$ cat config.mk
export PLATFORM = sky130hd
export DESIGN_NAME = mesh_router
export DESIGN_NICKNAME = d
export VERILOG_FILES = /design/src/hdl/mesh_cluster_pkg.sv /design/src/hdl/mesh_router.sv /design/src/hdl/mesh_rr_arbiter.sv /design/src/hdl/mesh_input_port.sv
export VERILOG_INCLUDE_DIRS = /design/src /design/src/include
export SDC_FILE = /design/constraint.sdc
export NUM_CORES = 1
export LEC_CHECK = 0
export CORE_UTILIZATION = 40
export CTS_BUF_LIST = sky130_fd_sc_hd__clkbuf_2 sky130_fd_sc_hd__clkbuf_4 sky130_fd_sc_hd__clkbuf_8
export DETAILED_ROUTE_END_ITERATION = 10
export DONT_BUFFER_PORTS = 1
export HOLD_SLACK_MARGIN = 0.12
export PLACE_DENSITY_LB_ADDON = 0.1
export SETUP_SLACK_MARGIN = 0.15
export SYNTH_ARGS = -nofsm -noshare
export SYNTH_HDL_FRONTEND = slang
export SYNTH_SLANG_ARGS = --single-unit
$ cat constraint.sdc
create_clock -name clk_i -period 13.8 [get_ports clk_i]
set_clock_uncertainty 0.05 [all_clocks]
set_input_delay 0.69 -clock clk_i [delete_from_list [all_inputs] [get_ports clk_i]]
set_output_delay 0.69 -clock clk_i [all_outputs]
set_load 0.01 [all_outputs]
$ cat src/include/mesh_cluster_settings.svh
// Mesh cluster settings
// Mesh size, field widths and router port count

`ifndef MESH_CLUSTER_SETTINGS_SVH
`define MESH_CLUSTER_SETTINGS_SVH

// Mesh dimensions
`define MESH_X 2
`define MESH_Y 2

// Field widths
`define COORD_W 1
`define PAYLOAD_W 16
`define GROUP_ID_W 2

// Local plus four neighbours
`define NUM_PORTS 5

`endif
$ cat src/hdl/mesh_cluster_pkg.sv
// Mesh cluster shared types
// Port directions, destination encodings and the flit format

`include "mesh_cluster_settings.svh"

package mesh_cluster_pkg;

  // North is increasing y, east is increasing x
  typedef enum logic [2:0] {
    DIR_LOCAL = 3'd0,
    DIR_NORTH = 3'd1,
    DIR_EAST  = 3'd2,
    DIR_SOUTH = 3'd3,
    DIR_WEST  = 3'd4
  } dir_e;

  typedef struct packed {
    logic [`COORD_W-1:0] x;
    logic [`COORD_W-1:0] y;
  } node_dest_t;

  // Side takes the place of x, only bit 0 is meaningful (0 west, 1 east)
  typedef struct packed {
    logic [`COORD_W-1:0] side;
    logic [`COORD_W-1:0] row;
  } edge_dest_t;

  // Row lines up with y in both views
  typedef union packed {
    node_dest_t node;
    edge_dest_t edge_port;
  } dest_u;

  typedef struct packed {
    logic                   is_edge;
    dest_u                  dest;
    logic [`GROUP_ID_W-1:0] src_id;
    logic [`PAYLOAD_W-1:0]  payload;
  } flit_t;

endpackage

$ cat src/hdl/mesh_router.sv
// Five-port group router
// Input buffers, per-output round-robin arbitration and output registers

`include "mesh_cluster_settings.svh"

module mesh_router #(
  parameter int unsigned NODE_X = 0,
  parameter int unsigned NODE_Y = 0
) (
  input  logic                                          clk_i,
  input  logic                                          rst_n_i,
  input  mesh_cluster_pkg::flit_t [`NUM_PORTS-1:0]      in_flit_i,
  input  logic                    [`NUM_PORTS-1:0]      in_valid_i,
  output logic                    [`NUM_PORTS-1:0]      in_ready_o,
  output mesh_cluster_pkg::flit_t [`NUM_PORTS-1:0]      out_flit_o,
  output logic                    [`NUM_PORTS-1:0]      out_valid_o,
  input  logic                    [`NUM_PORTS-1:0]      out_ready_i
);

  localparam logic [`COORD_W-1:0] X_COORD = NODE_X[`COORD_W-1:0];
  localparam logic [`COORD_W-1:0] Y_COORD = NODE_Y[`COORD_W-1:0];

  mesh_cluster_pkg::flit_t [`NUM_PORTS-1:0]                  head_flit;
  logic                    [`NUM_PORTS-1:0][`NUM_PORTS-1:0]  head_req;
  logic                    [`NUM_PORTS-1:0]                  head_pop;
  // Indexed [output][input]
  logic                    [`NUM_PORTS-1:0][`NUM_PORTS-1:0]  out_req;
  logic                    [`NUM_PORTS-1:0][`NUM_PORTS-1:0]  gnt;
  mesh_cluster_pkg::flit_t [`NUM_PORTS-1:0]                  sel_flit;
  logic                    [`NUM_PORTS-1:0]                  load;
  mesh_cluster_pkg::flit_t [`NUM_PORTS-1:0]                  out_flit_q;
  logic                    [`NUM_PORTS-1:0]                  out_valid_q;

  for (genvar p = 0; p < `NUM_PORTS; p++) begin : gen_inputs
    mesh_input_port i_input_port (
      .clk_i      (clk_i        ),
      .rst_n_i    (rst_n_i      ),
      .in_flit_i  (in_flit_i[p] ),
      .in_valid_i (in_valid_i[p]),
      .in_ready_o (in_ready_o[p]),
      .head_flit_o(head_flit[p] ),
      .head_req_o (head_req[p]  ),
      .head_pop_i (head_pop[p]  ),
      .node_x_i   (X_COORD      ),
      .node_y_i   (Y_COORD      )
    );
  end : gen_inputs

  always_comb begin
    for (int o = 0; o < `NUM_PORTS; o++) begin
      for (int p = 0; p < `NUM_PORTS; p++) begin
        out_req[o][p] = head_req[p][o];
      end
    end
  end

  for (genvar o = 0; o < `NUM_PORTS; o++) begin : gen_outputs
    mesh_rr_arbiter i_arbiter (
      .clk_i    (clk_i     ),
      .rst_n_i  (rst_n_i   ),
      .req_i    (out_req[o]),
      .gnt_o    (gnt[o]    ),
      .advance_i(load[o]   )
    );

    // Register is free when empty or drained this cycle
    assign load[o] = (|gnt[o]) && (!out_valid_q[o] || out_ready_i[o]);

    always_ff @(posedge clk_i) begin
      if (!rst_n_i) begin
        out_valid_q[o] <= 1'b0;
      end else if (load[o]) begin
        out_valid_q[o] <= 1'b1;
      end else if (out_ready_i[o]) begin
        out_valid_q[o] <= 1'b0;
      end
    end

    always_ff @(posedge clk_i) begin
      if (load[o]) begin
        out_flit_q[o] <= sel_flit[o];
      end
    end
  end : gen_outputs

  // Grants are one-hot, so a plain select is enough
  always_comb begin
    for (int o = 0; o < `NUM_PORTS; o++) begin
      sel_flit[o] = '0;
      for (int p = 0; p < `NUM_PORTS; p++) begin
        if (gnt[o][p]) begin
          sel_flit[o] = head_flit[p];
        end
      end
    end
  end

  // Each input requests a single output, so at most one load pops it
  always_comb begin
    for (int p = 0; p < `NUM_PORTS; p++) begin
      head_pop[p] = 1'b0;
      for (int o = 0; o < `NUM_PORTS; o++) begin
        head_pop[p] = head_pop[p] | (load[o] & gnt[o][p]);
      end
    end
  end

  assign out_flit_o  = out_flit_q;
  assign out_valid_o = out_valid_q;

endmodule

$ cat src/hdl/mesh_rr_arbiter.sv
// Round-robin arbiter for one router output
// Grants the first requester at or after the pointer

`include "mesh_cluster_settings.svh"

module mesh_rr_arbiter (
  input  logic                  clk_i,
  input  logic                  rst_n_i,
  input  logic [`NUM_PORTS-1:0] req_i,
  output logic [`NUM_PORTS-1:0] gnt_o,
  input  logic                  advance_i
);

  localparam int unsigned IDX_W = $clog2(`NUM_PORTS);

  logic [IDX_W-1:0] ptr_q;
  logic [IDX_W-1:0] win_idx;
  logic             found;

  always_comb begin
    int unsigned idx;
    gnt_o   = '0;
    win_idx = ptr_q;
    found   = 1'b0;
    for (int unsigned i = 0; i < `NUM_PORTS; i++) begin
      idx = (int'(ptr_q) + i) % `NUM_PORTS;
      if (!found && req_i[idx]) begin
        found      = 1'b1;
        gnt_o[idx] = 1'b1;
        win_idx    = IDX_W'(idx);
      end
    end
  end

  // Step past the winner once its flit is taken
  always_ff @(posedge clk_i) begin
    if (!rst_n_i) begin
      ptr_q <= '0;
    end else if (advance_i && found) begin
      if (win_idx == IDX_W'(`NUM_PORTS - 1)) begin
        ptr_q <= '0;
      end else begin
        ptr_q <= win_idx + 1'b1;
      end
    end
  end

endmodule

$ cat src/hdl/mesh_input_port.sv
// Router input port
// Two-entry flit buffer with Y-then-X route choice for the head flit

`include "mesh_cluster_settings.svh"

module mesh_input_port (
  input  logic                    clk_i,
  input  logic                    rst_n_i,
  input  mesh_cluster_pkg::flit_t in_flit_i,
  input  logic                    in_valid_i,
  output logic                    in_ready_o,
  output mesh_cluster_pkg::flit_t head_flit_o,
  output logic [`NUM_PORTS-1:0]   head_req_o,
  input  logic                    head_pop_i,
  input  logic [`COORD_W-1:0]     node_x_i,
  input  logic [`COORD_W-1:0]     node_y_i
);

  mesh_cluster_pkg::flit_t buf_q [2];
  logic                    wr_ptr_q;
  logic                    rd_ptr_q;
  logic [1:0]              count_q;
  logic                    push;
  logic                    pop;
  logic [`COORD_W-1:0]     dest_row;
  mesh_cluster_pkg::dir_e  route_dir;

  assign in_ready_o  = (count_q != 2'd2);
  assign push        = in_valid_i && in_ready_o;
  assign pop         = head_pop_i && (count_q != 2'd0);
  assign head_flit_o = buf_q[rd_ptr_q];

  always_ff @(posedge clk_i) begin
    if (!rst_n_i) begin
      wr_ptr_q <= 1'b0;
      rd_ptr_q <= 1'b0;
      count_q  <= 2'd0;
    end else begin
      if (push) begin
        wr_ptr_q <= ~wr_ptr_q;
      end
      if (pop) begin
        rd_ptr_q <= ~rd_ptr_q;
      end
      count_q <= count_q + 2'(push) - 2'(pop);
    end
  end

  always_ff @(posedge clk_i) begin
    if (push) begin
      buf_q[wr_ptr_q] <= in_flit_i;
    end
  end

  // Row first, then column or edge side
  always_comb begin
    // Row and y occupy the same bits in both views
    dest_row = head_flit_o.dest.node.y;
    if (dest_row > node_y_i) begin
      route_dir = mesh_cluster_pkg::DIR_NORTH;
    end else if (dest_row < node_y_i) begin
      route_dir = mesh_cluster_pkg::DIR_SOUTH;
    end else if (head_flit_o.is_edge) begin
      route_dir = head_flit_o.dest.edge_port.side[0] ? mesh_cluster_pkg::DIR_EAST
                                                     : mesh_cluster_pkg::DIR_WEST;
    end else if (head_flit_o.dest.node.x > node_x_i) begin
      route_dir = mesh_cluster_pkg::DIR_EAST;
    end else if (head_flit_o.dest.node.x < node_x_i) begin
      route_dir = mesh_cluster_pkg::DIR_WEST;
    end else begin
      route_dir = mesh_cluster_pkg::DIR_LOCAL;
    end
  end

  always_comb begin
    head_req_o = '0;
    if (count_q != 2'd0) begin
      head_req_o[route_dir] = 1'b1;
    end
  end

endmodule

==> results_dict.tcl <==
set metrics [dict create \
    worst_pin_slew_ns 1.22 \
    rsz_0062_raised_after_global_routing "false" \
    post_cts_buffers 0 \
    synthesis.area_per_instance_um2 9.52 \
    worst-path-max-fanout 27 \
    number_of_ports_placed_on_the_die_boundary 232 \
    synth_seq_area_share 0.404 \
    power.density_nw_per_um2 299 \
    synth_cells 2676 \
    die_height_um 254 \
    synth_enable_flop_cells 315 \
    timing.setup.tns_ns 0 \
    finalHoldViolations 0 \
    max_freq_mhz 120 \
    detailedPlace.worstSlack_ns 5.59 \
    drc_errors 0 \
    cp_cell_sequence "inv_1 -> ha_1 -> inv_1 -> ha_1 -> inv_1 -> ha_1 -> or3_1 -> and2_1 -> xnor2_2 -> ha_1 -> nand2b_1 -> a21oi_1 -> a21oi_2 -> mux2i_1 -> nand2b_1 -> o22ai_1 -> nor3b_1 -> a211oi_1 -> inv_1 -> o41a_2 -> nand3_1 -> o31ai_1" \
    timing.critical_path.arrival_ns 8.78 \
    grt_start_max_net_pins 53 \
    static-leakage-power_nw 10.6 \
    gp_congestion 0.936 \
    grtUsageMet3 0.0643 \
    count_of_clock_tree_sinks 357 \
    drv_cap 0 \
    yosysUniqueCellTypes 118 \
    critPathLaunchType "flop" \
    crit_path_max_incr_delay_ns 0.98 \
    timing.max_slew.rel_slack 0.185 \
    yosys_warnings 0 \
    crit_buf_inv 4 \
    number_of_input_and_output_port_buffers_inserted 0 \
    peakVddDrop_uv 213 \
    gr_usage_total 0.274 \
    postCtsResizedCells 0 \
    status "finished clean" \
    grt_use_met2 0.446 \
    via_count_of_the_first_global_routing_pass 21200 \
    routed_wl_mm 91.4 \
    fp.dieW_um 254 \
    setup-violations-final 0 \
    floorplan.core_area_um2 63000 \
    period_needed_ns 8.30 \
    cts_root_buf "sky130_fd_sc_hd__clkbuf_8" \
    worst_hold_path_type "in2reg" \
    tritoncts "yes" \
    drt-pass1-iter-count 5 \
    period_share 0.601 \
    worstSetupEndpointType "flop" \
    layout-area-overhead-vs-synth_pct 12.8 \
    cp.required_ns 14.28 \
    cpMaxStageDelayCell "sky130_fd_sc_hd__o41a_2" \
    num_rows 92 \
    asyncSetResetFlopFracSynth 0 \
    ctsHoldBuffers 109 \
    numCtsBuffers 59 \
    busiest_layer "met2" \
    initial_utilization 0.405 \
    layout-drive-gt1-share 0.0992 \
    synth_area_um2 25500 \
    die-area_um2 64700 \
    antenna_found_initial 12 \
    insertion_delay_ns 0.68 \
    overflow 0 \
    final_net_count 3034 \
    num_vias 22400 \
    initialDrtViolationCount 2185 \
    clkSlewWorstSetupHoldPaths_ns 0.06 \
    ant_nets 0 \
    detail_route.wl_per_cell_um 24.8 \
    htree_num_levels 2 \
    setup_ws_ns 5.50 \
    wire_length_of_the_first_global_routing_pass_mm 134 \
    worstSetupPathType "reg2reg" \
    critical_path.top_delay_family "compound AO/OA/AOI/OAI gates" \
    drt-vias-per-instance 6.09 \
    detailedPlacementHpwl_mm 65.2 \
    ys_ff_latch 357 \
    timing.final.max_slew_violations 0 \
    ys_dominant_reg_cell "sky130_fd_sc_hd__edfxtp_1" \
    grt.met1_usage 0.359 \
    maximum_number_of_buffers_from_clock_root_to_sink 3 \
]
[cells in the final DEF, fill, tap and decap left out, drive strengths merged, types with 26 or more instances in the layout]
cell type    instances
a211oi              74
a21oi              161
a22oi               30
a31oi               36
buf                 48
clkbuf              78
conb                48
dfxtp               42
dlygate4sd3        109
edfxtp             315
ha                 128
inv                143
mux2                58
mux2i              134
nand2              207
nand2b              33
nand3               59
nor2               245
nor2b               28
nor3                65
nor4                26
o211ai              44
o21ai              119
o22ai               86
or3                 33
xnor2               38
[cell families after synthesis]
logic type,after synthesis,share of synthesized area
AO/OA/AOI/OAI,795,0.218
XOR/XNOR,54,0.0202
adder cells (fa/ha/maj),128,0.0629
buffers and inverters,297,0.0491
flip-flops,357,0.404
multiplexers,194,0.0802
other,1,0.000147
AND/OR/NAND/NOR,850,0.165
[path summary, 6_finish.rpt]
kind,start,endpoint,slack (ns),depth (start not counted)
worst max register to register,gen_outputs[1].i_arbiter.ptr_q[1]$_SDFFE_PN0P_,gen_outputs[1].i_arbiter.ptr_q[1]$_SDFFE_PN0P_,5.50,22
worst max-delay path,gen_outputs[1].i_arbiter.ptr_q[1]$_SDFFE_PN0P_,gen_outputs[1].i_arbiter.ptr_q[1]$_SDFFE_PN0P_,5.50,22
worst min-delay path,rst_n_i,flop,0.16,2
worst min register to register,gen_inputs[3].i_input_port.rd_ptr_q$_SDFFE_PN0P_,flop,0.43,2
[where the power goes]
part / switching (W) / leakage (nW) / internal [W] / total (W)
clock network: 0.000438 / 0.584 / 0.000471 / 0.000910
logic: 0.00370 / 6.69 / 0.00195 / 0.00565
registers: 0.000279 / 3.34 / 0.00177 / 0.00205
[registers in the layout, indices dropped and copies added (netlist names), named ones only]
signal,count
out_valid_o,5
gen_inputs.i_input_port.buf_q,210
gen_inputs.i_input_port.wr_ptr_q,5
out_flit_o,105
gen_outputs.i_arbiter.ptr_q,12
gen_inputs.i_input_port.count_q,10
gen_inputs.i_input_port.rd_ptr_q,5
[synth_stat cells, types with 24 or more instances]
master,number,area (µm²)
sky130_fd_sc_hd__and3_1,24,150
sky130_fd_sc_hd__nor2_1,245,920
sky130_fd_sc_hd__nand3_1,59,295
sky130_fd_sc_hd__o211ai_1,42,315
sky130_fd_sc_hd__edfxtp_1,315,9460
sky130_fd_sc_hd__a21oi_1,158,791
sky130_fd_sc_hd__nor4_1,25,156
sky130_fd_sc_hd__mux2i_1,133,1330
sky130_fd_sc_hd__or3_1,33,206
sky130_fd_sc_hd__a211oi_1,70,526
sky130_fd_sc_hd__clkbuf_1,75,282
sky130_fd_sc_hd__o22ai_1,85,532
sky130_fd_sc_hd__a31oi_1,34,213
sky130_fd_sc_hd__o21ai_0,113,566
sky130_fd_sc_hd__xnor2_1,37,324
sky130_fd_sc_hd__nor2b_1,28,175
sky130_fd_sc_hd__dfxtp_1,42,841
sky130_fd_sc_hd__nand2b_1,33,206
sky130_fd_sc_hd__ha_1,128,1600
sky130_fd_sc_hd__nor3_1,64,320
sky130_fd_sc_hd__mux2_2,58,653
sky130_fd_sc_hd__nand2_1,206,773
sky130_fd_sc_hd__a22oi_1,29,218
sky130_fd_sc_hd__buf_2,43,215
sky130_fd_sc_hd__inv_1,133,499
[layer usage]
layer | share of wire | wire, µm
met1 | 0.43 | 38900
met5 | 0.00071 | 65
met3 | 0.083 | 7600
met2 | 0.47 | 42700
met4 | 0.024 | 2210
[through the flow]
| stage | util | power (W) | instances | area [µm²] | hold WS, ns |
|---|---|---|---|---|---|
| after global routing | 0.456 | 0.00913 | 3684 | 28700 | 0.139 |
| after global placement | 0.421 | 0.00750 | 3465 | 26500 | 0.398 |
| after detailed placement | 0.421 | 0.00754 | 3465 | 26500 | 0.421 |
| final | 0.456 | 0.00861 | 3686 | 28700 | 0.159 |
| after floorplan | - | 0.00588 | 2723 | 25700 | 0.402 |
| after CTS | 0.456 | 0.00852 | 3678 | 28700 | 0.123 |
[final cells by class]
class                           instances  area (µm²)
Tap cell                              846        1060
Inverter                              145         544
Clock buffer                           78         955
Fill cell                            6021       34200
Sequential cell                       357       10300
Timing Repair Buffer                  157        1450
Antenna cell                            8        20.0
Multi-Input combinational cell       2069       14200
Clock inverter                         26         171
No activity file was read; power rests on OpenSTA's default activity.
